`config.mk`:
```
export PLATFORM = sky130hd
export DESIGN_NAME = memCtrl
export DESIGN_NICKNAME = d
export VERILOG_FILES = /design/src/source/memBusPkg.sv /design/src/source/memOpPkg.sv /design/src/source/byteAssembler.sv /design/src/source/byteCounter.sv /design/src/source/memCtrl.sv /design/src/source/memRequestFsm.sv /design/src/source/ramPort.sv
export SDC_FILE = /design/constraint.sdc
export NUM_CORES = 1
export LEC_CHECK = 0
export BUFFER_PORTS_ARGS = -buffer_cell sky130_fd_sc_hd__buf_2
export CORE_MARGIN = 3
export CORE_UTILIZATION = 40
export DETAILED_ROUTE_END_ITERATION = 16
export PLACE_DENSITY = 0.72
export SLEW_MARGIN = 0
export SYNTH_ARGS = -nofsm -noshare
export SYNTH_HDL_FRONTEND = slang
export SYNTH_SLANG_ARGS = --single-unit
export TNS_END_PERCENT = 30
```
`constraint.sdc`:
```
create_clock -name clk -period 3.5 [get_ports clk]
set_clock_uncertainty 0.05 [all_clocks]
set_input_delay 0.175 -clock clk [delete_from_list [all_inputs] [get_ports clk]]
set_output_delay 0.175 -clock clk [all_outputs]
set_load 0.01 [all_outputs]
```
`src/source/memBusPkg.sv`:
```
package memBusPkg;

    // RAM side is one byte wide
    localparam int ramWidth = 8;

    // byte address and the word handed back to the clients
    localparam int addrWidth = 32;
    localparam int wordWidth = 32;

    localparam int bytesPerWord = 4;

    // assembly word, filled lane by lane as bytes return, read out whole
    typedef union packed {
        logic [bytesPerWord-1:0][ramWidth-1:0] lanes;
        logic [wordWidth-1:0]                  whole;
    } laneWord;

endpackage

```
`src/source/memOpPkg.sv`:
```
package memOpPkg;

    // what the controller is busy with
    typedef enum logic [1:0] {
        reqIdle,
        reqFetch,
        reqLoad,
        reqStore
    } reqKind;

    // number of bytes in a request, 1, 2 or 4
    typedef logic [2:0] lenCode;

    // instruction fetch always reads a full word
    localparam lenCode fetchLen = 3'd4;

endpackage

```
`src/source/byteAssembler.sv`:
```
`timescale 1ns/1ps

module byteAssembler import memBusPkg::*, memOpPkg::*; #(
    parameter int wordWidth = memBusPkg::wordWidth
) (
    input  logic                 clk,
    input  logic                 rst,
    input  logic                 frozen,
    input  logic                 start,

    input  logic [1:0]           returnIdx,
    input  logic                 returnLast,
    input  lenCode               len,
    input  logic [ramWidth-1:0]  memDin,

    output logic [wordWidth-1:0] word
);

    laneWord held;
    laneWord merged;

    // lane 0 may catch a stray byte in the first cycle,
    // it gets overwritten when the real byte arrives
    always_ff @(posedge clk) begin
        if (rst || start) begin
            held <= '0;
        end else if (!frozen) begin
            held.lanes[returnIdx] <= memDin;
        end
    end

    always_comb begin
        merged = held;
        // final byte straight from the RAM so the word is ready with done
        if (returnLast) begin
            merged.lanes[returnIdx] = memDin;
        end
        // zero extension above the request length
        for (int i = 0; i < bytesPerWord; i++) begin
            if (i >= len) begin
                merged.lanes[i] = '0;
            end
        end
    end

    assign word = merged.whole;

endmodule

```
`src/source/byteCounter.sv`:
```
`timescale 1ns/1ps

module byteCounter import memOpPkg::*; (
    input  logic       clk,
    input  logic       rst,
    input  logic       frozen,
    input  logic       start,
    input  reqKind     kind,
    input  lenCode     len,

    output logic [1:0] issueIdx,
    output logic       issueActive,
    output logic       storeLast,
    output logic       returnLast,
    output logic [1:0] returnIdx
);

    logic [2:0] issueCnt;
    logic [1:0] returnCnt;
    lenCode     effLen;
    logic       running;

    assign effLen  = (kind == reqFetch) ? fetchLen : len;
    assign running = (kind != reqIdle) && !start;

    assign issueActive = running && (issueCnt < effLen);
    assign storeLast   = (issueCnt == effLen - 3'd1);

    // last byte shows up one cycle after its address went out
    assign returnLast = running && (kind != reqStore) && (issueCnt == effLen);

    assign issueIdx  = issueCnt[1:0];
    assign returnIdx = returnCnt;

    always_ff @(posedge clk) begin
        if (rst || start) begin
            issueCnt  <= '0;
            returnCnt <= '0;
        end else if (!frozen && running) begin
            if (issueActive) begin
                issueCnt <= issueCnt + 3'd1;
            end
            // returned index trails the issued one by a cycle
            returnCnt <= issueCnt[1:0];
        end
    end

endmodule

```
`src/source/memCtrl.sv`:
```
`timescale 1ns/1ps

module memCtrl import memBusPkg::*, memOpPkg::*; #(
    parameter int addrWidth = memBusPkg::addrWidth,
    parameter int wordWidth = memBusPkg::wordWidth
) (
    input  logic                 clk,
    input  logic                 rst,
    input  logic                 rdy,
    input  logic                 ioBufferFull,

    input  logic [ramWidth-1:0]  memDin,
    output logic                 memRw,
    output logic [addrWidth-1:0] memAddr,
    output logic [ramWidth-1:0]  memDout,

    input  logic                 fetchEn,
    input  logic [addrWidth-1:0] fetchAddr,
    output logic                 fetchDone,
    output logic [wordWidth-1:0] fetchInst,

    input  logic                 dataEn,
    input  logic                 dataStore,
    input  lenCode               dataLen,
    input  logic [wordWidth-1:0] dataWdata,
    input  logic [addrWidth-1:0] dataAddr,
    output logic                 dataDone,
    output logic [wordWidth-1:0] dataRdata
);

    logic       frozen;
    reqKind     kind;
    logic       start;
    logic [1:0] issueIdx;
    logic       issueActive;
    logic       storeLast;
    logic       returnLast;
    logic [1:0] returnIdx;
    lenCode     len;
    laneWord    asmWord;

    // global stall, nothing moves
    assign frozen = !rdy || ioBufferFull;

    memRequestFsm fsm (
        .clk(clk), .rst(rst), .frozen(frozen),
        .fetchEn(fetchEn), .dataEn(dataEn), .dataStore(dataStore),
        .issueActive(issueActive), .returnLast(returnLast), .storeLast(storeLast),
        .kind(kind), .start(start), .fetchDone(fetchDone), .dataDone(dataDone)
    );

    byteCounter counter (
        .clk(clk), .rst(rst), .frozen(frozen), .start(start), .kind(kind), .len(len),
        .issueIdx(issueIdx), .issueActive(issueActive), .storeLast(storeLast),
        .returnLast(returnLast), .returnIdx(returnIdx)
    );

    ramPort #(.addrWidth(addrWidth), .wordWidth(wordWidth)) port (
        .clk(clk), .rst(rst), .frozen(frozen), .start(start), .kind(kind),
        .issueIdx(issueIdx), .issueActive(issueActive),
        .fetchAddr(fetchAddr), .dataAddr(dataAddr), .dataWdata(dataWdata),
        .dataLen(dataLen), .len(len),
        .memAddr(memAddr), .memDout(memDout), .memRw(memRw)
    );

    byteAssembler #(.wordWidth(wordWidth)) assembler (
        .clk(clk), .rst(rst), .frozen(frozen), .start(start),
        .returnIdx(returnIdx), .returnLast(returnLast), .len(len), .memDin(memDin),
        .word(asmWord)
    );

    // both clients see the same word, only their done tells whose it is
    assign fetchInst = asmWord.whole;
    assign dataRdata = asmWord.whole;

endmodule

```
`src/source/memRequestFsm.sv`:
```
`timescale 1ns/1ps

module memRequestFsm import memOpPkg::*; (
    input  logic   clk,
    input  logic   rst,
    input  logic   frozen,

    input  logic   fetchEn,
    input  logic   dataEn,
    input  logic   dataStore,

    input  logic   issueActive,
    input  logic   returnLast,
    input  logic   storeLast,

    output reqKind kind,
    output logic   start,
    output logic   fetchDone,
    output logic   dataDone
);

    reqKind state;
    reqKind pick;
    logic   readDone;
    logic   storeDone;

    // data side wins when both ask in the same cycle
    always_comb begin
        if (dataEn) begin
            pick = dataStore ? reqStore : reqLoad;
        end else if (fetchEn) begin
            pick = reqFetch;
        end else begin
            pick = reqIdle;
        end
    end

    // read ends once the last byte is back
    assign readDone  = returnLast;
    assign storeDone = storeLast && issueActive;

    assign start = !frozen && (state == reqIdle) && (pick != reqIdle);

    // while idle, show the chosen kind so the latches pick the right client
    always_comb begin
        if (frozen) begin
            kind = reqIdle;
        end else if (state == reqIdle) begin
            kind = pick;
        end else begin
            kind = state;
        end
    end

    assign fetchDone = !frozen && (state == reqFetch) && readDone;
    assign dataDone  = !frozen && (((state == reqLoad) && readDone) ||
                                   ((state == reqStore) && storeDone));

    always_ff @(posedge clk) begin
        if (rst) begin
            state <= reqIdle;
        end else if (!frozen) begin
            case (state)
                reqIdle: begin
                    state <= pick;
                end
                reqFetch, reqLoad: begin
                    if (readDone) begin
                        state <= reqIdle;
                    end
                end
                reqStore: begin
                    if (storeDone) begin
                        state <= reqIdle;
                    end
                end
                default: begin
                    state <= reqIdle;
                end
            endcase
        end
    end

endmodule

```
`src/source/ramPort.sv`:
```
`timescale 1ns/1ps

module ramPort import memBusPkg::*, memOpPkg::*; #(
    parameter int addrWidth = memBusPkg::addrWidth,
    parameter int wordWidth = memBusPkg::wordWidth
) (
    input  logic                 clk,
    input  logic                 rst,
    input  logic                 frozen,
    input  logic                 start,
    input  reqKind               kind,
    input  logic [1:0]           issueIdx,
    input  logic                 issueActive,

    input  logic [addrWidth-1:0] fetchAddr,
    input  logic [addrWidth-1:0] dataAddr,
    input  logic [wordWidth-1:0] dataWdata,
    input  lenCode               dataLen,

    output lenCode               len,
    output logic [addrWidth-1:0] memAddr,
    output logic [ramWidth-1:0]  memDout,
    output logic                 memRw
);

    logic [addrWidth-1:0] base;
    logic [addrWidth-1:0] nextAddr;
    logic [addrWidth-1:0] lastAddr;
    logic [wordWidth-1:0] wdata;

    assign nextAddr = base + addrWidth'(issueIdx);

    always_ff @(posedge clk) begin
        if (start) begin
            base  <= (kind == reqFetch) ? fetchAddr : dataAddr;
            wdata <= dataWdata;
        end
        // remember what the RAM saw last, replayed while frozen
        if (!frozen) begin
            lastAddr <= nextAddr;
        end
    end

    always_ff @(posedge clk) begin
        if (rst) begin
            len <= '0;
        end else if (start) begin
            len <= (kind == reqFetch) ? fetchLen : dataLen;
        end
    end

    assign memAddr = frozen ? lastAddr : nextAddr;
    assign memDout = wdata[issueIdx*ramWidth +: ramWidth];
    assign memRw   = !frozen && (kind == reqStore) && issueActive;

endmodule

```
# [Word-level counts from Yosys, hierarchy flattened]
# Cells that the tools add are included.
[word_totals] ff_bits=138 latch_bits=0 ramBits=0 romBits=0 in_bits=114 out_inout_bits=107 word_cells=78 n_memories=0
[classes] addsub=3 multipliers=0 div_mod_pow=0 magnitude_cmp=7 eq_ne=10 shifts=1 n_mux=20 bitwise_logic=1 n_reduce_logical=28
[ops] op="32-bit two-way mux" count=3
[ops] op="8-bit two-way mux" count=5
[ops] op="32-bit by 2-bit adder with 32-bit output" count=1
[ops] op="32-bit bitwise mux" count=1
[ops] op="32-bit by 6-bit variable part select with 8-bit output" count=1
[ops] op="8-bit demux with 2-bit select" count=1
[ops] op="1-bit logical AND" count=16
[ops] op="2-bit two-way mux" count=5
[ops] op="2-bit == test (second input constant)" count=3
[ops] op="3-bit == test" count=2
[ops] op="1-bit by 3-bit >= comparator with 1-bit output (first input constant)" count=2
[ops] op="2-bit by 3-bit >= comparator with 1-bit output (first input constant)" count=2
[ops] op="3-bit two-way mux" count=2
[ops] op="2-bit one-hot mux with 3 select lines" count=1
[ops] op="2-bit by 1-bit == test with 1-bit output (second input constant)" count=2
[ops] op="2-bit by 1-bit != test with 1-bit output (second input constant)" count=2
[ops] op="2-bit nonzero test" count=2
[ops] op="3-bit by 1-bit adder with 3-bit output (second input constant)" count=1
[ops] op="1-bit logical NOT" count=3
[ops] op="1-bit logical OR" count=3
[ops] op="2-bit by 3-bit less-than comparator with 1-bit output (second input constant)" count=1
[ops] op="3-bit less-than comparator" count=1
[ops] op="3-bit AND reduction" count=1
[ops] op="3-bit by 1-bit subtractor with 3-bit output (second input constant)" count=1
[ops] op="other kinds (7)" count=8

# [Longest topological paths before layout]
[depth] word_depth=12 depth_mapped=16

# [Cells and area by module]
# From an unflattened synthesis, not the netlist that was laid out.
[unflattened] cells_unflattened=773 area_unflattened_um2=7651.1
[by_module_without_submodules] mod="ramPort" instances=1 cells_each=410 area_per_inst_um2=4400.5
[by_module_without_submodules] mod="byteAssembler" instances=1 cells_each=254 area_per_inst_um2=2333.5
[by_module_without_submodules] mod="byteCounter" instances=1 cells_each=48 area_per_inst_um2=422.9
[by_module_without_submodules] mod="memRequestFsm" instances=1 cells_each=28 area_per_inst_um2=247.7
[by_module_without_submodules] mod="memCtrl" instances=1 cells_each=33 area_per_inst_um2=246.5

# [Worst setup path after synthesis]
# OpenSTA, ideal clock, no wires.
[synth_path] path_kind="register -> output" start="register fsm.state[1]" end="output port fetchInst[24]" arrival_time_ns=3.594 t_required_ns=3.275 path_slack_ns=-0.319 path_stages_with_launch=16 n_path_buf=3 cell_sequence="dfxtp_1 > inv_1 > ha_1 > nor3b_2 > o21a_1 > buf_2 > buf_1 > nor2_1 > ha_1 > and2_1 > nand4_1 > a211oi_2 > o211ai_2 > mux2i_1 > nor2b_1 > buf_4"
[synth_via] elab_chain_cells=9 word_cells_on_any_way=16
[synth_rtl] item="start: declaration" line="memRequestFsm.sv:22" text="reqKind state;"
[synth_rtl] item="start signal: assignment" line="memRequestFsm.sv:61" text="state <= reqIdle;"
[synth_rtl] item="start signal: assignment" line="memRequestFsm.sv:65" text="state <= pick;"
[synth_rtl] item="start signal: assignment" line="memRequestFsm.sv:69" text="state <= reqIdle;"
[synth_rtl] item="2-bit logical NOT" line="memRequestFsm.sv:42, memRequestFsm.sv:48"
[synth_rtl] item="2-bit two-way mux or 1-bit logical AND (tied branches)" line="memRequestFsm.sv:48, memRequestFsm.sv:42"
[synth_rtl] item="2-bit two-way mux or 1-bit logical AND (tied branches)" line="memRequestFsm.sv:46, memRequestFsm.sv:42"
[synth_rtl] item="2-bit by 1-bit == test with 1-bit output, or another cell as far along" line="byteCounter.sv:23" text="assign effLen = (kind == reqFetch) ? fetchLen : len;"
[synth_rtl] item="3-bit two-way mux or 1-bit logical AND (tied branches)" line="byteCounter.sv:23, byteCounter.sv:24"
[synth_rtl] item="3-bit == test or 1-bit logical AND (tied branches)" line="byteCounter.sv:30" text="assign returnLast = running && (kind != reqStore) && (issueCnt == effLen);"
[synth_rtl] item="1-bit logical AND *" line="byteCounter.sv:30"
[synth_rtl] item="32-bit two-way mux *" line="byteAssembler.sv:35" text="if (returnLast) begin"
[synth_rtl] item="8-bit two-way mux *" line="byteAssembler.sv:40" text="if (i >= len) begin"
[synth_rtl] item="end: declaration" line="memCtrl.sv:20" text="output logic [wordWidth-1:0] fetchInst,"
# Mark *: on every way between the ends. The rest lies on a longest branch, timed or not.

# [Worst setup path after layout]
[layout_path] start="register fsm.state[1]" end="output port dataRdata[28]"
[layout_via] elab_chain_cells=9 word_cells_on_any_way=16
[layout_rtl] item="2-bit logical NOT" line="memRequestFsm.sv:42, memRequestFsm.sv:48"
[layout_rtl] item="2-bit two-way mux or 1-bit logical AND (tied branches)" line="memRequestFsm.sv:48, memRequestFsm.sv:42"
[layout_rtl] item="2-bit two-way mux or 1-bit logical AND (tied branches)" line="memRequestFsm.sv:46, memRequestFsm.sv:42"
[layout_rtl] item="2-bit by 1-bit == test with 1-bit output, or another cell as far along" line="byteCounter.sv:23"
[layout_rtl] item="3-bit two-way mux or 1-bit logical AND (tied branches)" line="byteCounter.sv:23, byteCounter.sv:24"
[layout_rtl] item="3-bit == test or 1-bit logical AND (tied branches)" line="byteCounter.sv:30"
[layout_rtl] item="1-bit logical AND *" line="byteCounter.sv:30"
[layout_rtl] item="32-bit two-way mux *" line="byteAssembler.sv:35"
[layout_rtl] item="8-bit two-way mux *" line="byteAssembler.sv:40"
[layout_rtl] item="end: declaration" line="memCtrl.sv:28" text="output logic [wordWidth-1:0] dataRdata"
# Marks and branches as above.

==> results <==
- In the global route stage, overall resource usage came out at 19.79%.
- Yosys mapped a number of flops with a built-in enable equal to 64.
- The class of the most critical setup path is reg2out.
- In the routed layout, each cell is associated on average with a via count of 4.878.
- The die span in x is 136.1 um.
- For this run, asynchronously set or reset flops after synthesis account for 0%.
- The synthesized cell area is 6775 um2.
- The portion of total power attributed to the clock network is 44.9%.
- The height of the die is 136.1 um.
- Summed over all nets, the half-perimeter wirelength after detailed placement is 12.26 mm.
- STA classifies the critical path startpoint as a flop.
- The transition time of the tightest slew-check pin is 1.112 ns.
- Cell internal power was estimated by the tool at 0.003149 W.
- The detailed-routing iteration count for the pre-antenna-repair pass is 4.
- Setup repair after global routing could not meet its margin everywhere.
- The latest clock arrival within the worst-skew pair is 0.42 ns.
- The initial antenna violation count is 0.
- The flow ran to the end, and the final reports show no timing, DRC or antenna violations.
- The routed length per instance is 16.13 um.
- In the routed design, unresolved DRC markers number 0.
- The detailed router finished its first iteration with 299 violations.
- The number of nets in the synthesized netlist is 780.
- The area growth from synthesis to layout is 39.59%.
- The number of clock sinks is 138.
- The count of yosys warnings during synthesis is 0.
- The number of vias in the routed layout is 5585.
- In the final design database the tool counted 1040 nets.
- The dominant cell type by area after synthesis is edfxtp_1.
- The maximum buffer depth of the clock tree is 2.
- The top-level port count is 221.
- The fraction of power spent switching nets is 24.43%.
- After global routing the overflow that remains totals 0.
- The share of the cycle needed by the critical path after routing is 98.30%.
- In this run the power spent charging and discharging nets is 0.001018 W.
- The first global-routing pass estimated 28.48 mm of wire.
- The total number of placement rows is 46.
- The final hold violation count came to 0.
- The synthesized area per cell is 10.33 um2.
- 0 antenna diodes ended up in the layout.
- The top achievable clock speed is 290.6 MHz.
- The worst-case IR drop observed on VDD is 0.0003293 V.
- For this design the ratio of total power to cell area is 440.5 nW/um2.
- The cell sitting at the root of the clock tree is a clkbuf_16.
- The region available for standard cell placement spans 16230 um2.
- The number of instances in the synthesized netlist is 656.
- By area the synthesized netlist is led by edfxtp_1, dfxtp_1, mux2i_1.
- Counting distinct cell types in the post-synthesis netlist gives 43.
- Of the post-synthesis cell area, the dominant cell type holds 28.37%.
- TritonCTS built the clock tree.
- The fraction of final layout cells sized beyond drive strength 1 is 40.15%.
- The leading register cell type out of synthesis is dfxtp_1.
- The clock tree synthesis step divided the H-tree into 4 levels.
- The design draws 0.004166 W.
- The data arrival time of the critical path is 3.22 ns.
- Sorting the synthesized cells by how often they occur yields nand2_1, dfxtp_1, edfxtp_1.
- The final non-filler cell area is 9458 um2.
- Entering global routing, the biggest net connects 52 pins.
- The type of the tightest min-delay check is in2reg.
- The floorplan step defined a die boundary enclosing 18540 um2.
- Along the worst path, the maximum fanout reaches 8.
- Subtracting the final worst setup slack from the clock period gives 3.441 ns.
- The sum of routed wire length over all layers is 18.47 mm.
- The via count of the first global-routing pass was 5509.
- The count of nets left with antenna violations once routing finished came out at 0.
- The clock buffer count from CTS is 17.
- The worst slew slack as a fraction of its limit is 25.27%.
- Combinational cells account for 11.3% of the total power.
- Summing the sequential cell areas from Yosys gives 50.23% of the chip area.
- The critical path required time is 3.27 ns.
- Buffers placed on the I/O ports in this run total 220.
- The synthesis-stage register bit count is 138.
- Of the total power, registers draw 43.8%.
- The weighted congestion reported at the end of routability-driven placement is 0.8050.
- The count of pins over their slew limit is 0.
- The critical path capture point type is a primary output.
- For this configuration, the core starts out at a cell density of 41.74%.
- Yosys instantiated no cell more often than nand2_1.
- The number of max-cap violations is 0.
- In this run the static leakage power is 3.998 nW.
- The clock slew at the register clock pins of the worst setup and hold paths is 0.06 ns.
- The setup-violating endpoint count in the final report is 0.
- The post-place instance area is 7964 um2.
[registers in the layout (all words and copies together), names as in the netlist]
register           count
assembler.held        32
port.base             32
port.lastAddr         32
port.wdata            32
counter.issueCnt       3
port.len               3
counter.returnIdx      2
fsm.state              2
[cell families after synthesis]
kind of cell               share of synthesized area, %
adders and majority gates                         1.958
buffers and inverters                             6.334
and+or+nand+nor                                   15.77
xor gates and xnor gates                          4.395
muxes                                             14.64
AOI/OAI and AO/OA                                 6.667
DFF                                               50.23
[cells in the final DEF, fill, tap and decap left out, drive strengths merged, types with 2 or more instances in the layout]
| cell | netlist | routed |
|---|---|---|
| ha | 9 | 9 |
| mux2i | 44 | 44 |
| and3 | 9 | 9 |
| nor4bb | 2 | 2 |
| nor3b | 2 | 2 |
| bufinv | 0 | 3 |
| mux2 | 33 | 33 |
| or2 | 2 | 2 |
| nand4 | 12 | 12 |
| xnor2 | 11 | 11 |
| nand3 | 23 | 23 |
| nand2 | 95 | 95 |
| nor2b | 13 | 13 |
| buf | 43 | 245 |
| dlygate4sd3 | 0 | 68 |
| dfxtp | 74 | 74 |
| inv | 9 | 14 |
| mux4 | 8 | 8 |
| nand2b | 4 | 4 |
| clkinv | 0 | 6 |
| and3b | 2 | 2 |
| clkbuf | 29 | 17 |
| and4 | 2 | 2 |
| edfxtp | 64 | 64 |
| a21oi | 30 | 30 |
| xor2 | 23 | 23 |
| nor3 | 4 | 4 |
| o21ai | 40 | 40 |
| o211ai | 2 | 2 |
| nor2 | 50 | 50 |
| a211oi | 2 | 2 |
| and2 | 6 | 6 |
[final cells by class]
class / instances / area, um2
fill: 1399 / 6773
inverter: 9 / 33.78
clock inverter: 15 / 187.7
multi-input combinational: 437 / 3112
clock buffer: 17 / 425.4
sequential: 138 / 3406
timing repair buffer: 313 / 2023
tap: 216 / 270.3
[critical path, cell delays in order (launching register included)]
cell and delay, ns:
dfxtp_2 0.33, inv_2 0.05, ha_4 0.18, and3b_2 0.22
o21ai_2 0.14, nand2_1 0.08, ha_1 0.31, and2_4 0.13
nand4_1 0.12, buf_4 0.18, a211oi_4 0.19, buf_12 0.17
o211ai_4 0.09, buf_12 0.16, mux2i_2 0.16, nor2b_2 0.15
buf_2 0.14
[routing by layer]
metal	GRT usage (%)	part of all wire, %	up-vias
met4	6.831	1.6	0
li1	-	-	2778
met5	0	0	-
met1	24.26	42	2639
met2	33.96	51	146
met3	4.922	5.5	22
[power groups by stage]
stage	sequential, W	combinational [W]	clock, W
after floorplan	0.00185	0.000220	0
after global placement	0.00185	0.000386	0
after detailed placement	0.00186	0.000393	0
after CTS	0.00182	0.000456	0.00190
after global routing	0.00183	0.000518	0.00197
final	0.00182	0.000472	0.00187
[timing repair]
| item | CTS | global route |
|---|---|---|
| hold endpoints to repair | 53 | 0 |
| buffers inserted | 6 | 3 |
| gates cloned | 0 | 0 |
| resized for setup | 5 | 20 |
| pin swaps | 5 | 16 |
| hold buffers | 68 | 0 |
| endpoints found under the setup margin | 65 | 70 |
[metrics by stage]
| stage | setup TNS (ns) | std cells | utilization (%) | hold WS, ns | setup WS, ns |
|---|---|---|---|---|---|
| final | 0 | 1145 | 58.27 | 0.01808 | 0.05939 |
| after global routing | -4.632 | 1145 | 58.27 | 0.007051 | -0.1315 |
| after CTS | -0.02085 | 1142 | 57.69 | 0.0003336 | -0.008957 |
| after detailed placement | 0 | 1036 | 49.07 | 0.3031 | 0.2178 |
| after global placement | 0 | 1036 | 49.07 | 0.3020 | 0.2941 |
| after floorplan | 0 | 656 | - | 0.1941 | 0.02167 |
[path summary, 6_finish.rpt]
path	start	end	slack (ns)	depth (start not counted)
min	dataAddr[21]	port.base[21]	0.02	2
max reg2reg	fsm.state[1]	fsm.state[0]	0.65	14
max	fsm.state[1]	dataRdata[28]	0.06	16
min reg2reg	port.lastAddr[0]	port.lastAddr[0]	0.40	2
(Power assumes the default switching activity.)
